**src/rtl/prof_pkg.sv**
```systemverilog
`default_nettype none

package prof_pkg;

   //////////////////////////////
   // sizes
   //////////////////////////////

   localparam int cnt_width_lp      = 32;  // every counter
   localparam int coord_width_lp    = 6;   // tile x and y
   localparam int win_cnt_width_lp  = 18; // completed windows
   localparam int idx_width_lp      = 4;
   localparam int credit_width_lp   = 4;  // endpoint out credits

   localparam int num_core_stalls_lp = 4; // dmem, dx, bt, res_acq
   localparam int num_net_stalls_lp  = 3; // in fifo, out fifo, credit

   //////////////////////////////
   // read indices
   //////////////////////////////

   localparam logic [idx_width_lp-1:0] idx_status_lp   = 4'd0;
   localparam logic [idx_width_lp-1:0] idx_cycles_lp   = 4'd1;
   localparam logic [idx_width_lp-1:0] idx_dmem_lp     = 4'd2;
   localparam logic [idx_width_lp-1:0] idx_dx_lp       = 4'd3;
   localparam logic [idx_width_lp-1:0] idx_bt_lp       = 4'd4;
   localparam logic [idx_width_lp-1:0] idx_res_acq_lp  = 4'd5;
   localparam logic [idx_width_lp-1:0] idx_in_fifo_lp  = 4'd6;
   localparam logic [idx_width_lp-1:0] idx_out_fifo_lp = 4'd7;
   localparam logic [idx_width_lp-1:0] idx_credit_lp   = 4'd8;
   // 9..15 read as zero

   //////////////////////////////
   // read word
   //////////////////////////////

   // status word, msb first
   typedef struct packed {
      logic [coord_width_lp-1:0]   tile_y;
      logic [coord_width_lp-1:0]   tile_x;
      logic                        active;     // window open
      logic                        done;       // last window finished
      logic [win_cnt_width_lp-1:0] win_count;
   } prof_status_s;

   // one 32 bit word, seen as a count or as the status
   typedef union packed {
      logic [cnt_width_lp-1:0] raw;     // counter indices
      prof_status_s            status;  // index 0
   } prof_rd_word_u;

endpackage

`default_nettype wire

```
**src/rtl/prof_core_stalls.sv**
```systemverilog
`timescale 1ns/1ns
`default_nettype none

module prof_core_stalls
  (
   input  wire                                clk,
   input  wire                                rst_n_i,
   input  wire                                clear_i,
   input  wire                                active_i,
   input  wire                                dmem_stall_i,
   input  wire                                dx_stall_i,
   input  wire                                bt_stall_i,
   input  wire                                res_acq_stall_i,
   output logic [prof_pkg::cnt_width_lp-1:0]  dmem_cnt_o,
   output logic [prof_pkg::cnt_width_lp-1:0]  dx_cnt_o,
   output logic [prof_pkg::cnt_width_lp-1:0]  bt_cnt_o,
   output logic [prof_pkg::cnt_width_lp-1:0]  res_acq_cnt_o
   );

   logic [prof_pkg::num_core_stalls_lp-1:0]                               stall_v;
   logic [prof_pkg::num_core_stalls_lp-1:0][prof_pkg::cnt_width_lp-1:0]   cnt_r;

   // bit order matches cnt_r slots below
   assign stall_v = {res_acq_stall_i, bt_stall_i, dx_stall_i, dmem_stall_i};

   //////////////////////////////
   // saturating counters
   //////////////////////////////

   always_ff @(posedge clk or negedge rst_n_i)
   begin
      if (!rst_n_i)
      begin
         cnt_r <= '0;
      end
      else if (clear_i)
      begin
         cnt_r <= '0;  // new window
      end
      else if (active_i)
      begin
         for (int i = 0; i < prof_pkg::num_core_stalls_lp; i++)
         begin
            if (stall_v[i] && (cnt_r[i] != '1))
            begin
               cnt_r[i] <= cnt_r[i] + 1'b1;
            end
         end
      end
   end

   assign dmem_cnt_o    = cnt_r[0];
   assign dx_cnt_o      = cnt_r[1];  // dependency stalls
   assign bt_cnt_o      = cnt_r[2];  // branch flushes
   assign res_acq_cnt_o = cnt_r[3];

endmodule

`default_nettype wire

```
**src/rtl/prof_net_stalls.sv**
```systemverilog
`timescale 1ns/1ns
`default_nettype none

module prof_net_stalls
  (
   input  wire                                  clk,
   input  wire                                  rst_n_i,
   input  wire                                  clear_i,
   input  wire                                  active_i,
   input  wire                                  in_ready_i,
   input  wire                                  out_ready_i,
   input  wire [prof_pkg::credit_width_lp-1:0]  out_credits_i,
   output logic [prof_pkg::cnt_width_lp-1:0]    in_fifo_cnt_o,
   output logic [prof_pkg::cnt_width_lp-1:0]    out_fifo_cnt_o,
   output logic [prof_pkg::cnt_width_lp-1:0]    credit_cnt_o
   );

   logic                                                                 in_full;
   logic                                                                 out_full;
   logic                                                                 no_credit;
   logic [prof_pkg::num_net_stalls_lp-1:0]                               stall_v;
   logic [prof_pkg::num_net_stalls_lp-1:0][prof_pkg::cnt_width_lp-1:0]   cnt_r;

   //////////////////////////////
   // endpoint status to events
   //////////////////////////////

   assign in_full   = ~in_ready_i;    // input fifo not taking flits
   assign out_full  = ~out_ready_i;
   assign no_credit = (out_credits_i == '0);  // all requests outstanding

   assign stall_v = {no_credit, out_full, in_full};

   always_ff @(posedge clk or negedge rst_n_i)
   begin
      if (!rst_n_i)
      begin
         cnt_r <= '0;
      end
      else if (clear_i)
      begin
         cnt_r <= '0;
      end
      else if (active_i)
      begin
         for (int i = 0; i < prof_pkg::num_net_stalls_lp; i++)
         begin
            if (stall_v[i] && (cnt_r[i] != '1))  // saturate
            begin
               cnt_r[i] <= cnt_r[i] + 1'b1;
            end
         end
      end
   end

   assign in_fifo_cnt_o  = cnt_r[0];
   assign out_fifo_cnt_o = cnt_r[1];
   assign credit_cnt_o   = cnt_r[2];

endmodule

`default_nettype wire

```
**src/rtl/prof_readout.sv**
```systemverilog
`timescale 1ns/1ns
`default_nettype none

module prof_readout
  (
   input  wire                                     clk,
   input  wire                                     rst_n_i,
   input  wire                                     rd_en_i,
   input  wire [prof_pkg::idx_width_lp-1:0]        rd_idx_i,
   input  wire [prof_pkg::coord_width_lp-1:0]      tile_x_i,
   input  wire [prof_pkg::coord_width_lp-1:0]      tile_y_i,
   input  wire                                     active_i,
   input  wire                                     done_i,
   input  wire [prof_pkg::win_cnt_width_lp-1:0]    win_count_i,
   input  wire [prof_pkg::cnt_width_lp-1:0]        cycle_cnt_i,
   input  wire [prof_pkg::cnt_width_lp-1:0]        dmem_cnt_i,
   input  wire [prof_pkg::cnt_width_lp-1:0]        dx_cnt_i,
   input  wire [prof_pkg::cnt_width_lp-1:0]        bt_cnt_i,
   input  wire [prof_pkg::cnt_width_lp-1:0]        res_acq_cnt_i,
   input  wire [prof_pkg::cnt_width_lp-1:0]        in_fifo_cnt_i,
   input  wire [prof_pkg::cnt_width_lp-1:0]        out_fifo_cnt_i,
   input  wire [prof_pkg::cnt_width_lp-1:0]        credit_cnt_i,
   output logic [prof_pkg::cnt_width_lp-1:0]       rd_data_o,
   output logic                                    rd_valid_o
   );

   logic                               rd_en_r;
   logic [prof_pkg::idx_width_lp-1:0]  rd_idx_r;
   prof_pkg::prof_rd_word_u            rd_word;

   //////////////////////////////
   // request stage
   //////////////////////////////

   // counters settle at the request edge, so the select waits one cycle
   always_ff @(posedge clk or negedge rst_n_i)
   begin
      if (!rst_n_i)
      begin
         rd_en_r <= 1'b0;
      end
      else
      begin
         rd_en_r <= rd_en_i;
      end
   end

   always_ff @(posedge clk)
   begin
      if (rd_en_i)
      begin
         rd_idx_r <= rd_idx_i;
      end
   end

   // word select
   always_comb
   begin
      rd_word.raw = '0;
      case (rd_idx_r)
         prof_pkg::idx_status_lp:
         begin
            rd_word.status.tile_y    = tile_y_i;
            rd_word.status.tile_x    = tile_x_i;
            rd_word.status.active    = active_i;
            rd_word.status.done      = done_i;
            rd_word.status.win_count = win_count_i;
         end
         prof_pkg::idx_cycles_lp:   rd_word.raw = cycle_cnt_i;
         prof_pkg::idx_dmem_lp:     rd_word.raw = dmem_cnt_i;
         prof_pkg::idx_dx_lp:       rd_word.raw = dx_cnt_i;
         prof_pkg::idx_bt_lp:       rd_word.raw = bt_cnt_i;
         prof_pkg::idx_res_acq_lp:  rd_word.raw = res_acq_cnt_i;
         prof_pkg::idx_in_fifo_lp:  rd_word.raw = in_fifo_cnt_i;
         prof_pkg::idx_out_fifo_lp: rd_word.raw = out_fifo_cnt_i;
         prof_pkg::idx_credit_lp:   rd_word.raw = credit_cnt_i;
         default:                   rd_word.raw = '0;  // unused indices
      endcase
   end

   //////////////////////////////
   // response stage
   //////////////////////////////

   always_ff @(posedge clk)
   begin
      if (rd_en_r)
      begin
         rd_data_o <= rd_word.raw;
      end
   end

   always_ff @(posedge clk or negedge rst_n_i)
   begin
      if (!rst_n_i)
      begin
         rd_valid_o <= 1'b0;
      end
      else
      begin
         rd_valid_o <= rd_en_r;  // one cycle per request
      end
   end

endmodule

`default_nettype wire

```
**src/rtl/prof_window.sv**
```systemverilog
`timescale 1ns/1ns
`default_nettype none

module prof_window
  (
   input  wire                                     clk,
   input  wire                                     rst_n_i,
   input  wire                                     freeze_i,
   input  wire                                     finish_i,
   output logic                                    clear_o,
   output logic                                    active_o,
   output logic                                    done_o,
   output logic [prof_pkg::cnt_width_lp-1:0]       cycle_cnt_o,
   output logic [prof_pkg::win_cnt_width_lp-1:0]   win_count_o
   );

   logic freeze_r;   // freeze level at previous edge
   logic unfreeze;
   logic finish;

   // tile leaves freeze at this edge
   assign unfreeze = freeze_r & ~freeze_i;
   assign finish   = active_o & finish_i;  // ignored outside a window

   assign clear_o = unfreeze;

   //////////////////////////////
   // window state
   //////////////////////////////

   always_ff @(posedge clk or negedge rst_n_i)
   begin
      if (!rst_n_i)
      begin
         freeze_r    <= 1'b1;  // tile comes out of reset frozen
         active_o    <= 1'b0;
         done_o      <= 1'b0;
         win_count_o <= '0;
      end
      else
      begin
         freeze_r <= freeze_i;
         if (unfreeze)
         begin
            // a new window, wins over a finish at the same edge
            active_o <= 1'b1;
            done_o   <= 1'b0;
         end
         else if (finish)
         begin
            active_o <= 1'b0;
            done_o   <= 1'b1;
            if (win_count_o != '1)
            begin
               win_count_o <= win_count_o + 1'b1;
            end
         end
      end
   end

   // active cycles, finish edge included
   always_ff @(posedge clk or negedge rst_n_i)
   begin
      if (!rst_n_i)
      begin
         cycle_cnt_o <= '0;
      end
      else if (unfreeze)
      begin
         cycle_cnt_o <= '0;
      end
      else if (active_o && (cycle_cnt_o != '1))
      begin
         cycle_cnt_o <= cycle_cnt_o + 1'b1;  // sticks at all ones
      end
   end

endmodule

`default_nettype wire

```
**src/rtl/tile_profiler.sv**
```systemverilog
`timescale 1ns/1ns
`default_nettype none

module tile_profiler
  (
   input  wire                                  clk,
   input  wire                                  rst_n_i,
   input  wire [prof_pkg::coord_width_lp-1:0]   tile_x_i,
   input  wire [prof_pkg::coord_width_lp-1:0]   tile_y_i,
   input  wire                                  freeze_i,
   input  wire                                  finish_i,
   input  wire                                  dmem_stall_i,
   input  wire                                  dx_stall_i,
   input  wire                                  bt_stall_i,
   input  wire                                  res_acq_stall_i,
   input  wire                                  in_ready_i,
   input  wire                                  out_ready_i,
   input  wire [prof_pkg::credit_width_lp-1:0]  out_credits_i,
   input  wire                                  rd_en_i,
   input  wire [prof_pkg::idx_width_lp-1:0]     rd_idx_i,
   output logic [prof_pkg::cnt_width_lp-1:0]    rd_data_o,
   output logic                                 rd_valid_o
   );

   logic                                    prof_clear;
   logic                                    prof_active;
   logic                                    done;
   logic [prof_pkg::cnt_width_lp-1:0]       cycle_cnt;
   logic [prof_pkg::win_cnt_width_lp-1:0]   win_count;
   logic [prof_pkg::cnt_width_lp-1:0]       dmem_cnt;
   logic [prof_pkg::cnt_width_lp-1:0]       dx_cnt;
   logic [prof_pkg::cnt_width_lp-1:0]       bt_cnt;
   logic [prof_pkg::cnt_width_lp-1:0]       res_acq_cnt;
   logic [prof_pkg::cnt_width_lp-1:0]       in_fifo_cnt;
   logic [prof_pkg::cnt_width_lp-1:0]       out_fifo_cnt;
   logic [prof_pkg::cnt_width_lp-1:0]       credit_cnt;

   //////////////////////////////
   // window control
   //////////////////////////////

   prof_window window
     (.clk         (clk)
      ,.rst_n_i     (rst_n_i)
      ,.freeze_i    (freeze_i)
      ,.finish_i    (finish_i)
      ,.clear_o     (prof_clear)
      ,.active_o    (prof_active)
      ,.done_o      (done)
      ,.cycle_cnt_o (cycle_cnt)
      ,.win_count_o (win_count)
      );

   //////////////////////////////
   // stall counters
   //////////////////////////////

   prof_core_stalls core_stalls
     (.clk              (clk)
      ,.rst_n_i          (rst_n_i)
      ,.clear_i          (prof_clear)
      ,.active_i         (prof_active)
      ,.dmem_stall_i     (dmem_stall_i)
      ,.dx_stall_i       (dx_stall_i)
      ,.bt_stall_i       (bt_stall_i)
      ,.res_acq_stall_i  (res_acq_stall_i)
      ,.dmem_cnt_o       (dmem_cnt)
      ,.dx_cnt_o         (dx_cnt)
      ,.bt_cnt_o         (bt_cnt)
      ,.res_acq_cnt_o    (res_acq_cnt)
      );

   prof_net_stalls net_stalls
     (.clk             (clk)
      ,.rst_n_i         (rst_n_i)
      ,.clear_i         (prof_clear)
      ,.active_i        (prof_active)
      ,.in_ready_i      (in_ready_i)
      ,.out_ready_i     (out_ready_i)
      ,.out_credits_i   (out_credits_i)
      ,.in_fifo_cnt_o   (in_fifo_cnt)
      ,.out_fifo_cnt_o  (out_fifo_cnt)
      ,.credit_cnt_o    (credit_cnt)
      );

   // host read port
   prof_readout readout
     (.clk             (clk)
      ,.rst_n_i         (rst_n_i)
      ,.rd_en_i         (rd_en_i)
      ,.rd_idx_i        (rd_idx_i)
      ,.tile_x_i        (tile_x_i)
      ,.tile_y_i        (tile_y_i)
      ,.active_i        (prof_active)
      ,.done_i          (done)
      ,.win_count_i     (win_count)
      ,.cycle_cnt_i     (cycle_cnt)
      ,.dmem_cnt_i      (dmem_cnt)
      ,.dx_cnt_i        (dx_cnt)
      ,.bt_cnt_i        (bt_cnt)
      ,.res_acq_cnt_i   (res_acq_cnt)
      ,.in_fifo_cnt_i   (in_fifo_cnt)
      ,.out_fifo_cnt_i  (out_fifo_cnt)
      ,.credit_cnt_i    (credit_cnt)
      ,.rd_data_o       (rd_data_o)
      ,.rd_valid_o      (rd_valid_o)
      );

endmodule

`default_nettype wire

```
**config.mk**
```make
export PLATFORM = sky130hd
export DESIGN_NAME = tile_profiler
export DESIGN_NICKNAME = d
export VERILOG_FILES = /design/src/rtl/prof_pkg.sv /design/src/rtl/prof_core_stalls.sv /design/src/rtl/prof_net_stalls.sv /design/src/rtl/prof_readout.sv /design/src/rtl/prof_window.sv /design/src/rtl/tile_profiler.sv
export SDC_FILE = /design/constraint.sdc
export NUM_CORES = 1
export LEC_CHECK = 0
export ABC_CLOCK_PERIOD_IN_PS = 4900
export BUFFER_PORTS_ARGS = -buffer_cell sky130_fd_sc_hd__clkbuf_2
export CAP_MARGIN = 10
export CELL_PAD_IN_SITES_DETAIL_PLACEMENT = 1
export CELL_PAD_IN_SITES_GLOBAL_PLACEMENT = 1
export CORE_AREA = 2 2 190 192
export DETAILED_ROUTE_END_ITERATION = 10
export DIE_AREA = 0 0 192 194
export HOLD_SLACK_MARGIN = 0.06
export PLACE_DENSITY = 0.82
export SLEW_MARGIN = 20
export SYNTH_ARGS = -nofsm -noshare
export SYNTH_HDL_FRONTEND = slang
export SYNTH_SLANG_ARGS = --single-unit
```
**constraint.sdc**
```tcl
create_clock -name clk -period 4.9 [get_ports clk]
set_input_delay 0.245 -clock clk [delete_from_list [all_inputs] [get_ports clk]]
set_output_delay 0.245 -clock clk [all_outputs]
set_load 0.01 [all_outputs]
```
## Yosys cells after proc, flatten, opt, wreduce, memory -nomap -nowiden

Index checks and enable logic that the tools add are counted.

| word-level totals | value |
|---|---|
| input bits | 31 |
| output and inout port bits | 33 |
| logic and storage cells | 94 |
| bits in registers | 315 |

| operators by class | value |
|---|---|
| bitwise gates (word level) | 6 |
| muxes and demuxes | 18 |
| add/sub/neg operators | 9 |
| reduce and logical (&&, ||, !) cells | 28 |
| eq/ne operators | 17 |

Operators by type and width:

| kind | number |
|---|---|
| 32-bit two-way mux | 9 |
| 32-bit case mux with 9 select lines | 1 |
| 32-bit by 1-bit adder with 32-bit output, second input constant | 8 |
| 128-bit two-way mux | 2 |
| 32-bit != test, second input constant | 8 |
| 96-bit two-way mux | 2 |
| 2-bit nonzero test | 10 |
| 18-bit by 1-bit adder with 18-bit output, second input constant | 1 |
| 18-bit != test, second input constant | 1 |
| 4-bit by 3-bit equality test with 1-bit output, second input constant | 4 |
| 2-bit AND reduction | 7 |
| 4-bit by 2-bit equality test with 1-bit output, second input constant | 2 |
| 1-bit logical AND | 8 |
| 4-bit logical NOT | 2 |
| 4-bit by 1-bit equality test with 1-bit output, second input constant | 1 |
| 4-bit equality test, second input constant | 1 |
| 1-bit two-way mux | 4 |
| 1-bit inverter | 4 |
| 3-bit AND reduction | 1 |
| 1-bit AND | 2 |

## Depth between registers and ports, before layout

| logic depth | value |
|---|---|
| depth after elaboration | 5 |
| gate-level depth with buffers | 8 |
| gate-level depth less buffers | 6 |

## Modules after synthesis

From an unflattened synthesis, not the netlist that was laid out.

| unflattened totals | value |
|---|---|
| cell total of the unflattened synthesis | 2083 |
| area, all modules | 19287.2 µm² |

Modules (own cells, without submodules):

| module | instances | cells each | sequential area each (µm²) | area each (µm²) |
|---|---|---|---|---|
| prof_core_stalls | 1 | 728 | 3203.1 | 6683.9 |
| prof_net_stalls | 1 | 610 | 2402.3 | 5522.8 |
| prof_readout | 1 | 437 | 1131.1 | 4172.8 |
| prof_window | 1 | 308 | 1327.5 | 2907.8 |

## Worst setup path before layout

Ideal clock, no wire load.

| path | value |
|---|---|
| kind | flip-flop to flip-flop |
| from | register window.cycle_cnt_o[9] in the netlist's numbering |
| to | register window.cycle_cnt_o[27] in the netlist's numbering |
| buffers on the path | 2 |
| library setup time | 0.126 ns |
| arrival time | 2.043 ns |
| stages on the path, launching flop included | 8 |
| setup slack | 2.731 ns |
| period minus slack after synthesis | 2.169 ns |
| data required time | 4.774 ns |
| path through | dfrtp_1 > nand4_2 > or4_1 > buf_2 > o41ai_2 > buf_2 > o31ai_1 > o311a_1 |

| on the way | value |
|---|---|
| word-level cells in the longest chain between the ends | 3 |
| elaborated cells on any way between the ends | 6 |
| those cells by class | add/sub: 1; eq/ne: 1; mux: 2; reduce/logical: 2 |

Ends and longest elaborated chain:

| element | RTL line | RTL |
|---|---|---|
| start, declared | prof_window.sv:13 | `output logic [prof_pkg::cnt_width_lp-1:0] cycle_cnt_o,` |
| start signal, assigned | prof_window.sv:74 | `cycle_cnt_o <= cycle_cnt_o + 1'b1;` |
| 32-bit by 1-bit adder with 32-bit output or 32-bit != test (tied branches) | prof_window.sv:74, prof_window.sv:72 |  |
| 32-bit two-way mux or 1-bit logical AND (tied branches) | prof_window.sv:72 | `else if (active_o && (cycle_cnt_o != '1))` |
| 32-bit two-way mux or 2-bit nonzero test (tied branches) | n/a |  |

Several ways; a longest one is shown, not always the timed one. The select of a mux whose other input is x is not followed.
A chain may end at the register's enable or synchronous reset.

==> run metrics <==
vias in the first global route=17945; CP top delay family=simple AND/OR/NAND/NOR gates; DRC errors left=0; Clock Path Buffers=3; largest net degree at the start of global routing=117; Synth area leader=dfrtp_1; final WL=72400 µm; CP Max Fanout=21; CP arrival=between 3000 and 4000 ps; input/output buffers=63; Crit Path Class=reg -> reg; xor/xnor share of the synthesized area=0.0291; post-synthesis mux area share=0.0289; drt via density=7.18; Layout fillers=roughly 4000; first-pass GRT wire length=111000 µm; CTS H-tree depth=2; worst-margin pin slew=between 1000 and 1500 ps; largest family of logic cells by synthesized area=simple AND/OR/NAND/NOR gates; RSZ-0062 raised after global routing=no; clock skew=about 10 ps; f_max=0.309 GHz; final hold vios=0; Worst Path Required=5260 ps; Startpoint Class=register; Syn Nets=2069; Rows=69; Synth area leaders=dfrtp_1 (38%), edfxtp_1 (5.9%), a21oi_1 (5.1%), nand2_1 (4.2%), or4_1 (3.3%); Hold-fix buffers, CTS=8; Iter 0 DRT Violations=2073; total setup buffers inserted after CTS=0; Die H=194 µm; PD cells=308 mW/mm²; WHS=107 ps; CP peak stage delay=between 1000 and 1500 ps; Max Cap Viol=0; Final period util=0.661; Worst Hold Class=in -> reg; Yosys warning total=0; CORE AREA=0.0352 mm²; global-route usage over all layers=0.393; Max-slew headroom=0.198; fin crit period=3240 ps; Worst path slowest cell=nor4bb_4; RePlAce Congestion=around 0.98; status=finished, final reports clean; drt wl/cell=roughly 29 µm; FFs w/ async S/R, synth=0.886; Yosys top cell area share=0.378; maximum VDD drop=between 0.2 and 0.3 mV; Main synth FF type=dfrtp_1; Clock Sinks=around 320; Setup Total Neg Slack=0 ps; GR Overflow Total=0; crit path cell chain=nor4bb_4 > buf_4 > a222oi_1 > nand3_1 > a21oi_1 > o21ai_0; CTS tree=built; number of synthesized flops with an enable pin=36; synthesized instance count=2029; Die Wd=192 µm; post-synthesis simple-gate area fraction=0.274; layout cell share with drive strength beyond 1=0.0998; ANT nets after route=0; Post-Synthesis Cell Area=0.0184 mm²; clock root buffer=clkbuf_16; Worst-Skew Late Latency=570 ps; Yosys cell types=between 80 and 90; Boundary Pins=64; Num CTS Buffers=39; post-synthesis sequential area ratio=0.439; Synth Area in Compound Gates=0.192; CTS resizes=0; FF+latch count, synth=approximately 320; initial antenna violation count=5; WP buf/inv=1; crit end category=register; Final Max Slew Viols=0; TritonRoute pass-1 iters=6; # setup viols final=0; nets@finish=2087; Clk pin slew, worst setup/hold paths=about 60 ps; total die area=0.0372 mm²; Synth Area in Adders=0.00612; Syn Area/Cell=9.06 µm²; Starting Density=0.522; Area growth syn-to-layout=11.7%; DPL Wire Length=approximately 51000 µm; DR vias=about 18000; Leakage=~0.0079 µW
-- routing by layer --
layer	vias to the layer above	wire length, µm	part of all wire	track usage
met5	-	162	0.0022	0.0265
met4	6	3690	0.051	0.182
met3	215	6940	0.096	0.0925
met2	845	32500	0.45	0.585
met1	9277	29200	0.40	0.539
li1	7876	-	-	-
-- Yosys cell counts (36+ instances only) --
cell type / n
nor2_1: 112
or3_1: 86
or4_1: 82
a21oi_1: 187
nor4_1: 45
mux2i_1: 43
o31ai_1: 68
dfrtp_1: 278
nand2_1: 205
a22oi_1: 65
edfxtp_1: 36
xnor2_1: 39
clkbuf_1: 91
o21ai_0: 80
nand4_1: 88
nand3_1: 114
-- sequential cells by signal, indices dropped and copies added, names as in the netlist, 4 cells and up --
name	cells
net_stalls.in_fifo_cnt_o	32
net_stalls.credit_cnt_o	32
core_stalls.bt_cnt_o	32
readout.rd_data_o	32
window.win_count_o	18
readout.rd_idx_r	4
core_stalls.dx_cnt_o	32
net_stalls.out_fifo_cnt_o	32
core_stalls.dmem_cnt_o	32
core_stalls.res_acq_cnt_o	32
window.cycle_cnt_o	32
-- worst reg2reg max path: stages, from the launching register on --
cell,delay [ps]
edfxtp_1,910
nor4bb_4,1080
buf_4,430
a222oi_1,160
nand3_1,140
a21oi_1,50
o21ai_0,260
-- path summary, 6_finish.rpt --
check,start,endpoint,slack (ps),cells past startpoint
setup / recovery,readout.rd_idx_r[0],readout.rd_data_o[13],1660,6
hold / removal,finish_i,window.done_o,110,3
setup reg to reg,readout.rd_idx_r[0],readout.rd_data_o[13],1660,6
hold reg to reg,window.win_count_o[5],window.win_count_o[5],510,1
max in group asynchronous,rst_n_i,core_stalls.res_acq_cnt_o[2],3330,3
min in group asynchronous,rst_n_i,core_stalls.dx_cnt_o[27],240,2
-- cell usage in the layout (no fill, tap or decap), types with 7 or more instances in the layout --
cell,instances
nand3_1,114
o21ai_0,80
mux2i_1,43
clkbuf_16,43
and3_1,29
o21a_1,12
edfxtp_1,36
buf_4,23
xor2_1,22
xnor2_1,39
o31ai_1,68
a222oi_1,17
dfrtp_1,277
a21oi_1,187
a32oi_1,8
inv_1,26
o31a_1,12
nor3_1,25
a31oi_1,9
clkinv_2,7
nand2_1,205
nor2_1,112
clkbuf_2,62
dlygate4sd3_1,8
or4_1,82
o21ai_1,8
ha_1,9
mux2_2,9
and2_1,14
a31o_2,8
or3_1,86
nor4_1,45
and4_1,28
o211ai_1,17
a22oi_1,65
nand4_1,88
nand2b_1,28
-- through the flow --
| stage | instance area [µm²] | setup WS, ps | cells | power [µW] | utilization |
|---|---|---|---|---|---|
| 3_3_place_gp | 19100 | 1940 | 2458 | 3330 | 0.543 |
| 2_1_floorplan | 18400 | 2730 | 2029 | 3100 | - |
| 3_5_place_dp | 19100 | 1890 | 2458 | 3350 | 0.543 |
| 6_report | 20500 | 1660 | 2538 | 6330 | 0.583 |
| 5_1_grt | 20500 | 1730 | 2537 | 6510 | 0.583 |
| 4_1_cts | 20500 | 1880 | 2535 | 6340 | 0.582 |
-- area by class of cell --
type                       instances  area [µm²]  area share
multi-input combinational       1568        9860       0.480
sequential                       315        8070       0.393
clock buffer                      53        1170      0.0571
timing repair buffer              97         629      0.0306
tap                              461         577      0.0281
clock inverter                    16         130     0.00633
inverter                          26        97.6     0.00475
antenna                            2        5.00    0.000244
-- cells by family (layout without fill, tap and decap cells) --
family	after synthesis	count (layout)
AND/OR/NAND/NOR	906	906
AO/OA/AOI/OAI	540	540
flip-flops	315	315
adder cells (fa/ha/maj)	9	9
other	0	2
multiplexers	52	52
buffers and inverters	146	192
XOR/XNOR	61	61
-- power breakdown --
group	switching, µW	total, µW	internal [µW]
clock network	1220	3000	1780
registers	150	2870	2720
logic	313	457	144
(Power assumes the default switching activity.)
